--- config.mk ---
export PLATFORM = sky130hd
export DESIGN_NAME = io_subsys
export DESIGN_NICKNAME = d
export VERILOG_FILES = /design/src/source/io_pkg.sv /design/src/source/io_bus_if.sv /design/src/source/io_bus_arbiter.sv /design/src/source/io_addr_decode.sv /design/src/source/bitbang_uart_port.sv /design/src/source/led_port.sv /design/src/source/io_subsys.sv
export VERILOG_INCLUDE_DIRS = /design/src /design/src/include
export SDC_FILE = /design/constraint.sdc
export NUM_CORES = 1
export LEC_CHECK = 0
export ABC_AREA = 1
export BUFFER_PORTS_ARGS = -buffer_cell sky130_fd_sc_hd__buf_2
export CAP_MARGIN = 20
export CORE_MARGIN = 5
export CORE_UTILIZATION = 28
export DETAILED_ROUTE_END_ITERATION = 10
export GPL_TIMING_DRIVEN = 0
export PLACE_DENSITY = 0.87
export SLEW_MARGIN = 10
export SYNTH_ARGS = -nofsm -noshare
export SYNTH_HDL_FRONTEND = slang
export SYNTH_SLANG_ARGS = --single-unit
--- constraint.sdc ---
create_clock -name CLK_I -period 1.1 [get_ports CLK_I]
set_input_delay 0.275 -clock CLK_I [delete_from_list [all_inputs] [get_ports CLK_I]]
set_output_delay 0.275 -clock CLK_I [all_outputs]
set_load 0.02 [all_outputs]
--- src/include/io_defs.svh ---
// Fixed board I/O map. Widths and address bits are not meant to be overridden
// Peripherals are selected one-hot by address bit; other address bits are ignored
// Both select bits set in one address hits both peripherals at once
`ifndef IO_DEFS_SVH
`define IO_DEFS_SVH

// Bus geometry
`define IO_ADDR_W    32
`define IO_DATA_W    32
`define IO_SEL_W     4     // One enable per byte lane

// One-hot peripheral select bits in the address
`define LED_ADR_BIT  2
`define UART_ADR_BIT 3

// Read data position of the synchronised receive pin
`define RX_RD_BIT    8

// LED port
`define LED_SRC_BIT  31    // Third LED source select, byte lane 3 only
`define LED_COUNT    4

`endif

--- src/source/io_pkg.sv ---
// Shared bus types for the I/O subsystem
// Widths follow the defines header; change them there only
`include "io_defs.svh"

package io_pkg;

   // Bus payload
   typedef logic [`IO_ADDR_W-1:0] io_addr_t;
   typedef logic [`IO_DATA_W-1:0] io_data_t;
   typedef logic [`IO_SEL_W-1:0]  io_sel_t;   // Byte-lane enables

   // Transfer direction
   typedef enum logic {
      IO_READ  = 1'b0,
      IO_WRITE = 1'b1
   } io_op_e;

   // Arbiter grant and last-served record
   typedef enum logic {
      MASTER_A = 1'b0,   // Processor side
      MASTER_B = 1'b1    // Debug side
   } io_master_e;

endpackage

--- src/source/io_bus_if.sv ---
// One granted transfer on the shared I/O bus
// stb is a single-cycle strobe, ack comes back in the same cycle
// No back-pressure; every strobe is acknowledged
`timescale 1ns/100ps

interface io_bus_if import io_pkg::*; ();

   logic     stb;     // Transfer strobe, one cycle
   io_op_e   op;      // Read or write
   io_addr_t addr;
   io_data_t wdata;
   io_sel_t  sel;     // Byte lanes
   logic     ack;     // Same-cycle acknowledge
   io_data_t rdata;   // Valid with ack

   // Arbiter drives the transfer
   modport arb (
      output stb, op, addr, wdata, sel,
      input  ack, rdata
   );

   // Decoder and peripherals receive it
   modport dec (
      input  stb, op, addr, wdata, sel,
      output ack, rdata
   );

endinterface

--- src/source/io_bus_arbiter.sv ---
// Two-master round-robin arbiter, one-deep request register per master
// A master must not strobe again before its ack, or its request is overwritten
// Uncontested strobe-to-ack latency is one cycle
`timescale 1ns/100ps

module io_bus_arbiter import io_pkg::*; (
   input  logic       CLK_I,
   input  logic       rst_n,
   // Master A, processor side
   input  logic       a_stb,
   input  io_op_e     a_op,
   input  io_addr_t   a_addr,
   input  io_data_t   a_wdata,
   input  io_sel_t    a_sel,
   output logic       a_ack,
   output io_data_t   a_rdata,
   // Master B, debug side
   input  logic       b_stb,
   input  io_op_e     b_op,
   input  io_addr_t   b_addr,
   input  io_data_t   b_wdata,
   input  io_sel_t    b_sel,
   output logic       b_ack,
   output io_data_t   b_rdata,
   // Shared bus
   io_bus_if.arb      bus
);

   logic       a_pend, b_pend;   // Request waiting per master
   io_op_e     a_op_q, b_op_q;
   io_addr_t   a_addr_q, b_addr_q;
   io_data_t   a_wdata_q, b_wdata_q;
   io_sel_t    a_sel_q, b_sel_q;
   io_master_e last_q;           // Master served most recently
   io_master_e grant;
   logic       served;

   // Capture requests, payload only
   always_ff @(posedge CLK_I) begin
      if (a_stb) begin
         a_op_q    <= a_op;
         a_addr_q  <= a_addr;
         a_wdata_q <= a_wdata;
         a_sel_q   <= a_sel;
      end
      if (b_stb) begin
         b_op_q    <= b_op;
         b_addr_q  <= b_addr;
         b_wdata_q <= b_wdata;
         b_sel_q   <= b_sel;
      end
   end

   // Pick a pending request
   always_comb begin
      if (a_pend && b_pend)
         grant = (last_q == MASTER_A) ? MASTER_B : MASTER_A;   // Contest, rotate
      else if (b_pend)
         grant = MASTER_B;
      else
         grant = MASTER_A;   // Also the idle default
   end

   // Drive the shared bus from the granted register
   assign bus.stb   = a_pend | b_pend;
   assign bus.op    = (grant == MASTER_B) ? b_op_q    : a_op_q;
   assign bus.addr  = (grant == MASTER_B) ? b_addr_q  : a_addr_q;
   assign bus.wdata = (grant == MASTER_B) ? b_wdata_q : a_wdata_q;
   assign bus.sel   = (grant == MASTER_B) ? b_sel_q   : a_sel_q;

   assign served = bus.stb & bus.ack;   // Transfer completes this cycle

   // Route the response to the granted master only
   assign a_ack   = served & (grant == MASTER_A);
   assign b_ack   = served & (grant == MASTER_B);
   assign a_rdata = a_ack ? bus.rdata : '0;
   assign b_rdata = b_ack ? bus.rdata : '0;

   // Pending flags and round-robin state
   always_ff @(posedge CLK_I) begin
      if (!rst_n) begin
         a_pend <= 1'b0;
         b_pend <= 1'b0;
         last_q <= MASTER_B;   // So A wins the first contest
      end else begin
         a_pend <= a_stb | (a_pend & ~a_ack);   // New strobe beats the clear
         b_pend <= b_stb | (b_pend & ~b_ack);
         if (served)
            last_q <= grant;
      end
   end

endmodule

--- src/source/io_addr_decode.sv ---
// One-hot address decode for the I/O bus, purely combinational
// Only the select bits are decoded, so the map aliases freely
// Both peripherals are strobed when both select bits are set
`timescale 1ns/100ps
`include "io_defs.svh"

module io_addr_decode import io_pkg::*; (
   io_bus_if.dec  bus,
   input  logic   rx_sync,    // Synchronised receive pin from the UART port
   output logic   led_stb,
   output logic   uart_stb
);

   logic uart_rd;

   // Peripheral strobes
   assign led_stb  = bus.stb & bus.addr[`LED_ADR_BIT];
   assign uart_stb = bus.stb & bus.addr[`UART_ADR_BIT];

   // Every transfer completes at once, mapped or not
   assign bus.ack = bus.stb;

   assign uart_rd = uart_stb & (bus.op == IO_READ);

   // Read merge; only the receive pin is readable
   always_comb begin
      bus.rdata             = '0;   // Unmapped reads return zero
      bus.rdata[`RX_RD_BIT] = uart_rd & rx_sync;
   end

endmodule

--- src/source/bitbang_uart_port.sv ---
// Pin-level UART port, framing and baud timing are done in software
// tx resets to idle high; rx is sampled through two flops
`timescale 1ns/100ps

module bitbang_uart_port import io_pkg::*; (
   input  logic   CLK_I,
   input  logic   rst_n,
   input  logic   stb,        // From the decoder
   io_bus_if.dec  bus,        // Only op and wdata are used
   input  logic   rx,         // Asynchronous pin
   output logic   rx_sync,
   output logic   tx
);

   logic rx_meta;   // First synchroniser stage

   // Two-flop synchroniser
   always_ff @(posedge CLK_I) begin
      rx_meta <= rx;
      rx_sync <= rx_meta;   // Two edges from pin to read path
   end

   // Transmit pin register
   always_ff @(posedge CLK_I) begin
      if (!rst_n)
         tx <= 1'b1;   // Line idle
      else if (stb && bus.op == IO_WRITE)
         tx <= bus.wdata[0];
   end

endmodule

--- src/source/led_port.sv ---
// Four-LED port; LED 2 can mirror receive activity instead of bus data
// Mirror mode is changed only by writes with byte lane 3 enabled
// Leaving mirror mode keeps LED 2 as it was until the next write
`timescale 1ns/100ps
`include "io_defs.svh"

module led_port import io_pkg::*; (
   input  logic                  CLK_I,
   input  logic                  rst_n,
   input  logic                  stb,       // From the decoder
   io_bus_if.dec                 bus,       // op, wdata and sel used
   input  logic                  rx_sync,
   output logic [`LED_COUNT-1:0] leds
);

   logic wr;
   logic mirror_q;   // LED 2 shows rx when set

   assign wr = stb & (bus.op == IO_WRITE);

   always_ff @(posedge CLK_I) begin
      if (!rst_n) begin
         leds     <= '0;   // All off
         mirror_q <= 1'b0;
      end else begin
         if (wr) begin
            // Plain data LEDs, LED 2 handled below
            for (int i = 0; i < `LED_COUNT; i++) begin
               if (i != 2)
                  leds[i] <= bus.wdata[i];
            end
            // Source select lives in the top byte lane
            if (bus.sel[`LED_SRC_BIT / 8])
               mirror_q <= bus.wdata[`LED_SRC_BIT];
         end

         // Shared LED
         if (mirror_q)
            leds[2] <= ~rx_sync;   // Lit while the line is low
         else if (wr)
            leds[2] <= bus.wdata[2];
      end
   end

endmodule

--- src/source/io_subsys.sv ---
// I/O subsystem top: two masters share one bus to the UART pin and LED ports
// Masters use a one-cycle strobe and wait for their single-cycle ack
// rx is asynchronous and synchronised inside; tx and leds are registered
`timescale 1ns/100ps
`include "io_defs.svh"

module io_subsys import io_pkg::*; (
   input  logic                  CLK_I,
   input  logic                  rst_n,
   // Master A
   input  logic                  a_stb,
   input  io_op_e                a_op,
   input  io_addr_t              a_addr,
   input  io_data_t              a_wdata,
   input  io_sel_t               a_sel,
   output logic                  a_ack,
   output io_data_t              a_rdata,
   // Master B
   input  logic                  b_stb,
   input  io_op_e                b_op,
   input  io_addr_t              b_addr,
   input  io_data_t              b_wdata,
   input  io_sel_t               b_sel,
   output logic                  b_ack,
   output io_data_t              b_rdata,
   // Board pins
   input  logic                  rx,
   output logic                  tx,
   output logic [`LED_COUNT-1:0] leds
);

   logic rx_sync;    // Synchronised rx, shared by decoder and LEDs
   logic led_stb;
   logic uart_stb;

   io_bus_if bus ();   // The shared transfer

   io_bus_arbiter u_arbiter (
      .CLK_I   (CLK_I),
      .rst_n   (rst_n),
      .a_stb   (a_stb),
      .a_op    (a_op),
      .a_addr  (a_addr),
      .a_wdata (a_wdata),
      .a_sel   (a_sel),
      .a_ack   (a_ack),
      .a_rdata (a_rdata),
      .b_stb   (b_stb),
      .b_op    (b_op),
      .b_addr  (b_addr),
      .b_wdata (b_wdata),
      .b_sel   (b_sel),
      .b_ack   (b_ack),
      .b_rdata (b_rdata),
      .bus     (bus.arb)
   );

   io_addr_decode u_decode (
      .bus      (bus.dec),
      .rx_sync  (rx_sync),
      .led_stb  (led_stb),
      .uart_stb (uart_stb)
   );

   // UART pins, also the owner of the rx synchroniser
   bitbang_uart_port u_uart (
      .CLK_I   (CLK_I),
      .rst_n   (rst_n),
      .stb     (uart_stb),
      .bus     (bus.dec),
      .rx      (rx),
      .rx_sync (rx_sync),
      .tx      (tx)
   );

   led_port u_leds (
      .CLK_I   (CLK_I),
      .rst_n   (rst_n),
      .stb     (led_stb),
      .bus     (bus.dec),
      .rx_sync (rx_sync),
      .leds    (leds)
   );

endmodule

==> impl_results.md, run 1 <==
* CTS Buffer Depth at 2
* Max cap viols at 0
* RSZ-0062 raised after global routing: true
* Critical Path RT at approximately 820 ps
* Placed Cells at between 300 and 400
* 1st-pass router iterations at 4
* Crit path top cell by count: nand2_4
* Cell count after synthesis at between 150 and 200
* Gr usage total at 0.0846
* Die Width at around 86 um
* Clock Latency Late Sink at around 280 ps
* Core area at 5540 sq um
* Clock Pin Slew Worst Setup and Hold Paths at approximately 60 ps
* Depth of the CTS H-tree at 2
* F_max at between 0.5 and 0.6 GHz
* Nets@finish at 420
* Final WL at 3.31 mm
* Final Total Pwr at 3.09 mW
* CP bufs+invs at 3
* Routed Antenna Nets at 0
* # setup viols final at 10
* Most frequent cell after synthesis: buf_4
* Buffers on Ports at 30
* CP Max Fanout at 2
* P_sw at about 850 uW
* Fill count at between 400 and 500
* Critical-path cell list: inv_2 -> nand2_4 -> nand2_4 -> inv_4 -> nand2_4 -> nand2_4 -> nand2_4 -> nor3_4 -> buf_6
* # IOs at between 200 and 250
* Area delta synth->final at 56.4%
* Final Hold Slack at approximately 110 ps
* Number of remaining DRC errors at 0
* CTS tree: yes
* Hpwl dp at about 2.4 mm
* Synth cell count leaders: 62 x buf_4, 29 x nand2_1, 18 x edfxtp_1, 11 x dfxtp_1, 10 x nor2_1
* Num rows at 27
* Number of DRC markers in iteration 0 at 23
* # clock sinks at 29
* Pins Over Slew Limit at 0
* Mapped Avg Cell Area at 9.72 sq um
* Run status: finished with violations
* Post-Layout Cell Count at 350
* Gpl congestion at between 0.7 and 0.8
* Synth top area cells: edfxtp_1 34%, buf_4 29%, dfxtp_1 14%, nand2_1 6.8%, nand3_1 2.8%
* Leakage power at 1.33 nW
* Root buffer cell: clkbuf_8
* Internal at around 2.2 mW
* Slack of the critical path at -575 ps
* Crit path kind: flop to output pin
* Startpoint Class: flop
* Share of cells above drive strength 1 at 0.540
* Switch share at 0.276
* Initial Utilization at 0.290
* Data arrival, critical path at 1400 ps
* Synth top area share at 0.337
* Antenna diodes at 0
* Worst vdd ir at 1.10 mV
* Largest stage delay, worst path at 360 ps
* Clock period minus final worst setup slack at about 1700 ps
* Async S/R FF share, synth at 0
* DR vias at roughly 1.2k
* CTS Buf Count at 5
* Wire per inst at 9.45 um
* Clock Power Share at 0.337
* Die Area at around 7300 sq um
* Via density at roughly 3.4
* Worst Setup End Kind: output pin
* Yosys reg bits at 29
* First-pass GRT wire length at roughly 5.0 mm
* Leading area contributor after synthesis: edfxtp_1
* Top_reg_cell synth: edfxtp_1
* Sequential group share of total power at 0.419
* Crit share post-route at 1.52
* Total number of yosys warnings at 0
* PwrDens at between 1000 and 1500 nW/um^2
* Chip height at roughly 86 um
* Initial antenna violation count at 0
* Number of global-route vias before repair at approximately 1.1k
* Synth unique cells at 18
* Synthesized cell area at ~1600 sq um
* Hold Crit Class: primary input to flop
* Layout Utilization at 0.453
* Setup Skew at about 5.7 ps
* Part of the Yosys area used for sequential elements at 0.474
* Failing checks: negative setup slack
* GRT overflow at 0
* Pin count of the biggest net entering global routing at 11
* Critical-path top delay cell: dfxtp_2
* Final Hold Fails at 0
* Post-synth EDFFs at 18
* Cell family with most CP delay: simple AND/OR/NAND/NOR gates
* Combinational fraction of design power at 0.244
flip-flops by register name, indices dropped and copies added, names as in the netlist:
name / count
u_arbiter.a_wdata_q: 5
u_arbiter.b_wdata_q: 5
u_leds.leds: 4
u_arbiter.a_addr_q: 2
u_arbiter.b_addr_q: 2
u_arbiter.a_op_q: 1
u_arbiter.a_pend: 1
u_arbiter.a_sel_q: 1
u_arbiter.b_op_q: 1
u_arbiter.b_pend: 1
u_arbiter.b_sel_q: 1
u_arbiter.last_q: 1
u_leds.mirror_q: 1
u_uart.rx_meta: 1
u_uart.rx_sync: 1
u_uart.tx: 1
worst register-to-register path, cell delays in order (launching register included):
cell	delay, ps
dfxtp_4	360
nand2_4	100
nand2_8	70
buf_6	140
buf_6	120
buf_6	110
nand2_4	50
nand2_2	60
nand3_2	60
nand3_2	60
nand2_1	50
inv_1	30
repair_timing:
action,4_1_cts,5_1_grt
setup endpoints to repair,11,12
gates resized for setup,28,22
hold buffers,0,0
setup buffers,11,7
pin swaps,13,9
cell usage in the layout, fill, tap and decap left out, drive strengths merged:
| cell | instances |
|---|---|
| clkbuf | 6 |
| nor2 | 10 |
| bufinv | 1 |
| inv | 8 |
| dfxtp | 11 |
| nor3 | 2 |
| nand2 | 34 |
| o21ai | 3 |
| a21boi | 1 |
| buf | 108 |
| edfxtp | 18 |
| clkinv | 1 |
| o21a | 2 |
| nand3 | 10 |
| conb | 62 |
| o211ai | 1 |
power by group through the flow:
stage | sequential (mW) | combinational (mW) | clock [mW]
floorplan | 1.31 | 0.511 | 0
finish | 1.29 | 0.753 | 1.04
global route | 1.30 | 0.814 | 1.11
detailed placement | 1.30 | 0.618 | 0
CTS | 1.28 | 0.688 | 1.06
global placement | 1.30 | 0.611 | 0
per-layer routing:
| layer | global-route usage | routed length [um] | vias up |
|---|---|---|---|
| met2 | 0.148 | 1620 | 88 |
| li1 | - | - | 627 |
| met4 | 0.0475 | 91 | 0 |
| met5 | 0 | 0 | - |
| met3 | 0.0432 | 612 | 9 |
| met1 | 0.0790 | 977 | 475 |
worst paths after layout:
path / startpoint / to / slack, ps / depth (start not counted)
min reg2reg: u_uart.rx_meta$_DFF_P_ / u_uart.rx_sync$_DFF_P_ / 350 / 0
max: u_arbiter.last_q$_SDFFE_PN1N_ / b_rdata[8] / -570 / 9
min: rx / u_uart.rx_meta$_DFF_P_ / 110 / 1
max reg2reg: u_arbiter.a_pend$_SDFF_PN0_ / u_leds.leds[2]$_SDFFE_PN0P_ / -200 / 11
through the flow:
| stage | setup TNS (ps) | worst slack [ps] | area, sq um |
|---|---|---|---|
| 2_1_floorplan | -522 | -284 | 1890 |
| 3_3_place_gp | -1050 | -398 | 2130 |
| 3_5_place_dp | -1190 | -402 | 2130 |
| 4_1_cts | -2170 | -619 | 2410 |
| 5_1_grt | -3200 | -643 | 2510 |
| 6_report | -2440 | -575 | 2510 |
final cells by class:
type	count	area, sq um	share of cell area
flip-flops and latches	29	771	0.307
multi-input cells	125	704	0.281
plain buffers	63	477	0.190
repair buffers	45	318	0.127
well taps	72	90.1	0.0359
clock buffers	6	72.6	0.0289
inverters	8	42.5	0.0170
clock inverters	2	33.8	0.0135
kinds of logic (layout without fill, tap and decap cells):
logic type,count (synthesis),count (layout),share of synthesized area
buffers and inverters,72,124,0.323
and+or+nand+nor,56,56,0.172
DFF,29,29,0.474
AOI/OAI and AO/OA,7,7,0.0281
other,1,62,0.00234
Note: power is estimated with default switching activity, not from simulation.
==> inputs of run 2 (changes only) <==
--- a/config.mk
+++ b/config.mk
@@ -10,10 +10,13 @@
 export BUFFER_PORTS_ARGS = -buffer_cell sky130_fd_sc_hd__buf_2
 export CAP_MARGIN = 20
 export CORE_MARGIN = 5
-export CORE_UTILIZATION = 28
+export CORE_UTILIZATION = 29
+export CTS_BUF_LIST = sky130_fd_sc_hd__clkbuf_2 sky130_fd_sc_hd__clkbuf_4 sky130_fd_sc_hd__clkbuf_8
 export DETAILED_ROUTE_END_ITERATION = 10
 export GPL_TIMING_DRIVEN = 0
-export PLACE_DENSITY = 0.87
+export HOLD_SLACK_MARGIN = 0.05
+export PLACE_DENSITY = 0.9
+export REMOVE_ABC_BUFFERS = 1
 export SLEW_MARGIN = 10
 export SYNTH_ARGS = -nofsm -noshare
 export SYNTH_HDL_FRONTEND = slang
==> impl_results.md, run 2 (synthesis results as in run 1) <==
* Clock Latency Late Sink at 280 ps (about the same)
* Fill count at 495 (+0.41%)
* CTS Buffer Depth at 2 (unchanged)
* Number of DRC markers in iteration 0 at 28 (+22%)
* Leakage power at 1.06 nW (-21%)
* Chip height at 84.4 um (-1.5%)
* DR vias at 1146 (-4.4%)
* 1st-pass router iterations at 6 (+2)
* Num rows at 27 (unchanged)
* RSZ-0062 raised after global routing: true
* Wire per inst at 11.8 um (+25%)
* R2R depth at 13 (+2)
* PwrDens at 1310 nW/um^2 (+6.1%)
* Hold endpoint: u_uart.rx_meta$_DFF_P_
* Number of remaining DRC errors at 0 (unchanged)
* CTS tree: yes
* Storage cell area at 773 sq um (+0.32%)
* RR Startpoint: u_arbiter.b_pend$_SDFF_PN0_
* Root buffer cell: clkbuf_8
* Pin count of the biggest net entering global routing at 11 (unchanged)
* Critical Path RT at 1280 ps (+460 ps)
* # setup viols final at 10 (unchanged)
* Setup slack, reg-to-reg at -560 ps (-360 ps)
* Failing checks: negative setup slack
* Pins Over Slew Limit at 0 (unchanged)
* Clock Pin Slew Worst Setup and Hold Paths at 60 ps (about the same)
* Highest-count cells in the layout ignoring fill and taps: 62 x conb_1, 24 x buf_4, 23 x buf_2
* Run status: finished with violations
* Post-Layout Cell Count at 301 (-14%)
* Number of global-route vias before repair at 1056 (-7.9%)
* Hold Crit Class: primary input to flop
* Hpwl dp at 2.07 mm (-15%)
* Depth of the CTS H-tree at 2 (unchanged)
* Post-CTS Hold Fix Bufs at 0 (unchanged)
* Final WL at 3.55 mm (+7.3%)
* Die Area at 7120 sq um (-3.1%)
* Crit share post-route at 1.51 (-0.0135)
* Gpl congestion at 0.725 (+2.8%)
* GRT overflow at 0 (unchanged)
* Initial antenna violation count at 0 (unchanged)
* Final Hold Slack at 93.9 ps (-15.9 ps)
* Finished Cell Area at 2130 sq um (-15%)
* Layout Utilization at 0.391 (-0.0617)
* Share of cells above drive strength 1 at 0.454 (-0.0854)
* Nets@finish at 371 (-12%)
* F_max at 0.603 GHz (+0.89%)
* CP Max Fanout at 4 (+2)
* Setup Skew at 5.02 ps (-0.675 ps)
* Core area at 5440 sq um (-1.8%)
* Data arrival, critical path at 1840 ps (+440 ps)
* Antenna diodes at 0 (unchanged)
* Initial Utilization at 0.295 (+0.00539)
* Global Route met1 Usage at 0.0740 (-0.00505)
* Startpoint Class: flop
* RR Endpoint: u_uart.tx$_SDFFE_PN1P_
* Dpl ws at -578 ps (-176 ps)
* Gr usage total at 0.0849 (+0.000307)
* Worst vdd ir at 1.09 mV (-0.95%)
* Area delta synth->final at 32.6%
* # IOs at 214 (unchanged)
* Via density at 3.81 (+11%)
* Clock period minus final worst setup slack at 1660 ps (-14.8 ps)
* Max cap viols at 0 (unchanged)
* # clock sinks at 29 (unchanged)
* Worst Setup End Kind: flop
* Busiest grt layer: met2
* Footprint of the multi-input gates at 698 sq um (-0.89%)
* Area after DPL at 1590 sq um (-25%)
* Met2 usage in global routing at 0.162 (+0.0138)
* Buffers on Ports at 31 (+3.3%)
* Placed Cells at 265 (-19%)
* First-pass GRT wire length at 4.72 mm (-5.1%)
* Die Width at 84.4 um (-1.5%)
* Worst hold path startpoint: rx
* Slack of the critical path at -560 ps (+14.8 ps)
* Hold Path Depth at 1 (unchanged)
* Top flop regs: u_arbiter.a_wdata_q x5, u_arbiter.b_wdata_q x5, u_leds.leds x4
* Crit path kind: flop to flop
* M3 GR Usage at 0.0324 (-0.0108)
* Most common cell after layout, fill and taps aside: conb_1
* Final Hold Fails at 0 (unchanged)
* Routed Antenna Nets at 0 (unchanged)
* CTS Buf Count at 5 (unchanged)
run 2: cell types whose count changed in the layout (fill, tap and decap cells not counted), moves of 2 or more:
cell      delta
nand3_2      -3
nand2_8      -2
nand3_4      +2
buf_4       -50
clkinv_2     +2
run 2: layout make-up:
type                       instances  share of cell area
clock inverter                     3             0.00824
sequential                        29               0.364
multi-input combinational        125               0.328
timing repair buffer              59               0.206
inverter                           8              0.0188
tap                               72              0.0424
clock buffer                       5              0.0324
run 2: stage by stage:
stage          power (mW)  TNS, ps
4_1_cts              2.67    -3150
6_report             2.78    -3670
3_5_place_dp         1.71    -2650
5_1_grt              2.90    -4280
3_3_place_gp         1.71    -2360
2_1_floorplan        1.61    -1700
run 2: repair_timing:
item | CTS | global route
pin swaps | 11 | 13
setup buffers | 28 | 9
resized for setup | 36 | 35
endpoints found under the setup margin | 10 | 14
run 2: worst max path at each step:
stage	start	end	slack (ps)	cells after the start
6_report	u_arbiter.b_pend$_SDFF_PN0_	u_uart.tx$_SDFFE_PN1P_	-560	13
2_1_floorplan	u_arbiter.b_pend$_SDFF_PN0_	a_rdata[8]	-620	7
4_1_cts	u_arbiter.last_q$_SDFFE_PN1N_	b_rdata[8]	-600	9
5_1_grt	u_arbiter.a_pend$_SDFF_PN0_	a_rdata[8]	-630	8
3_5_place_dp	u_arbiter.b_pend$_SDFF_PN0_	b_rdata[8]	-580	7
3_3_place_gp	u_arbiter.b_pend$_SDFF_PN0_	a_rdata[8]	-520	7
run 2: critical path, stage by stage, from the launching register on:
cell and delay, ps:
dfxtp_4 410, nand2_4 70, nand2_4 90, inv_4 50, nand2_4 50, nand2_4 50, buf_4 130, buf_4 120
buf_4 120, buf_4 120, buf_4 120, buf_6 110, nand3_2 50, nand3_2 60
run 2: report_power, final:
group	internal, mW	switching [mW]	total, mW
combinational	0.225	0.416	0.640
clock	0.435	0.407	0.841
sequential	1.24	0.0547	1.29
total	1.90	0.877	2.78
run 2: routing by layer:
layer | vias to the layer above | wire length (um) | part of all wire
met3 | 6 | 559 | 0.16
met4 | 0 | 61 | 0.017
li1 | 525 | - | -
met2 | 95 | 1860 | 0.52
met1 | 520 | 1070 | 0.30
met5 | - | 0 | 0
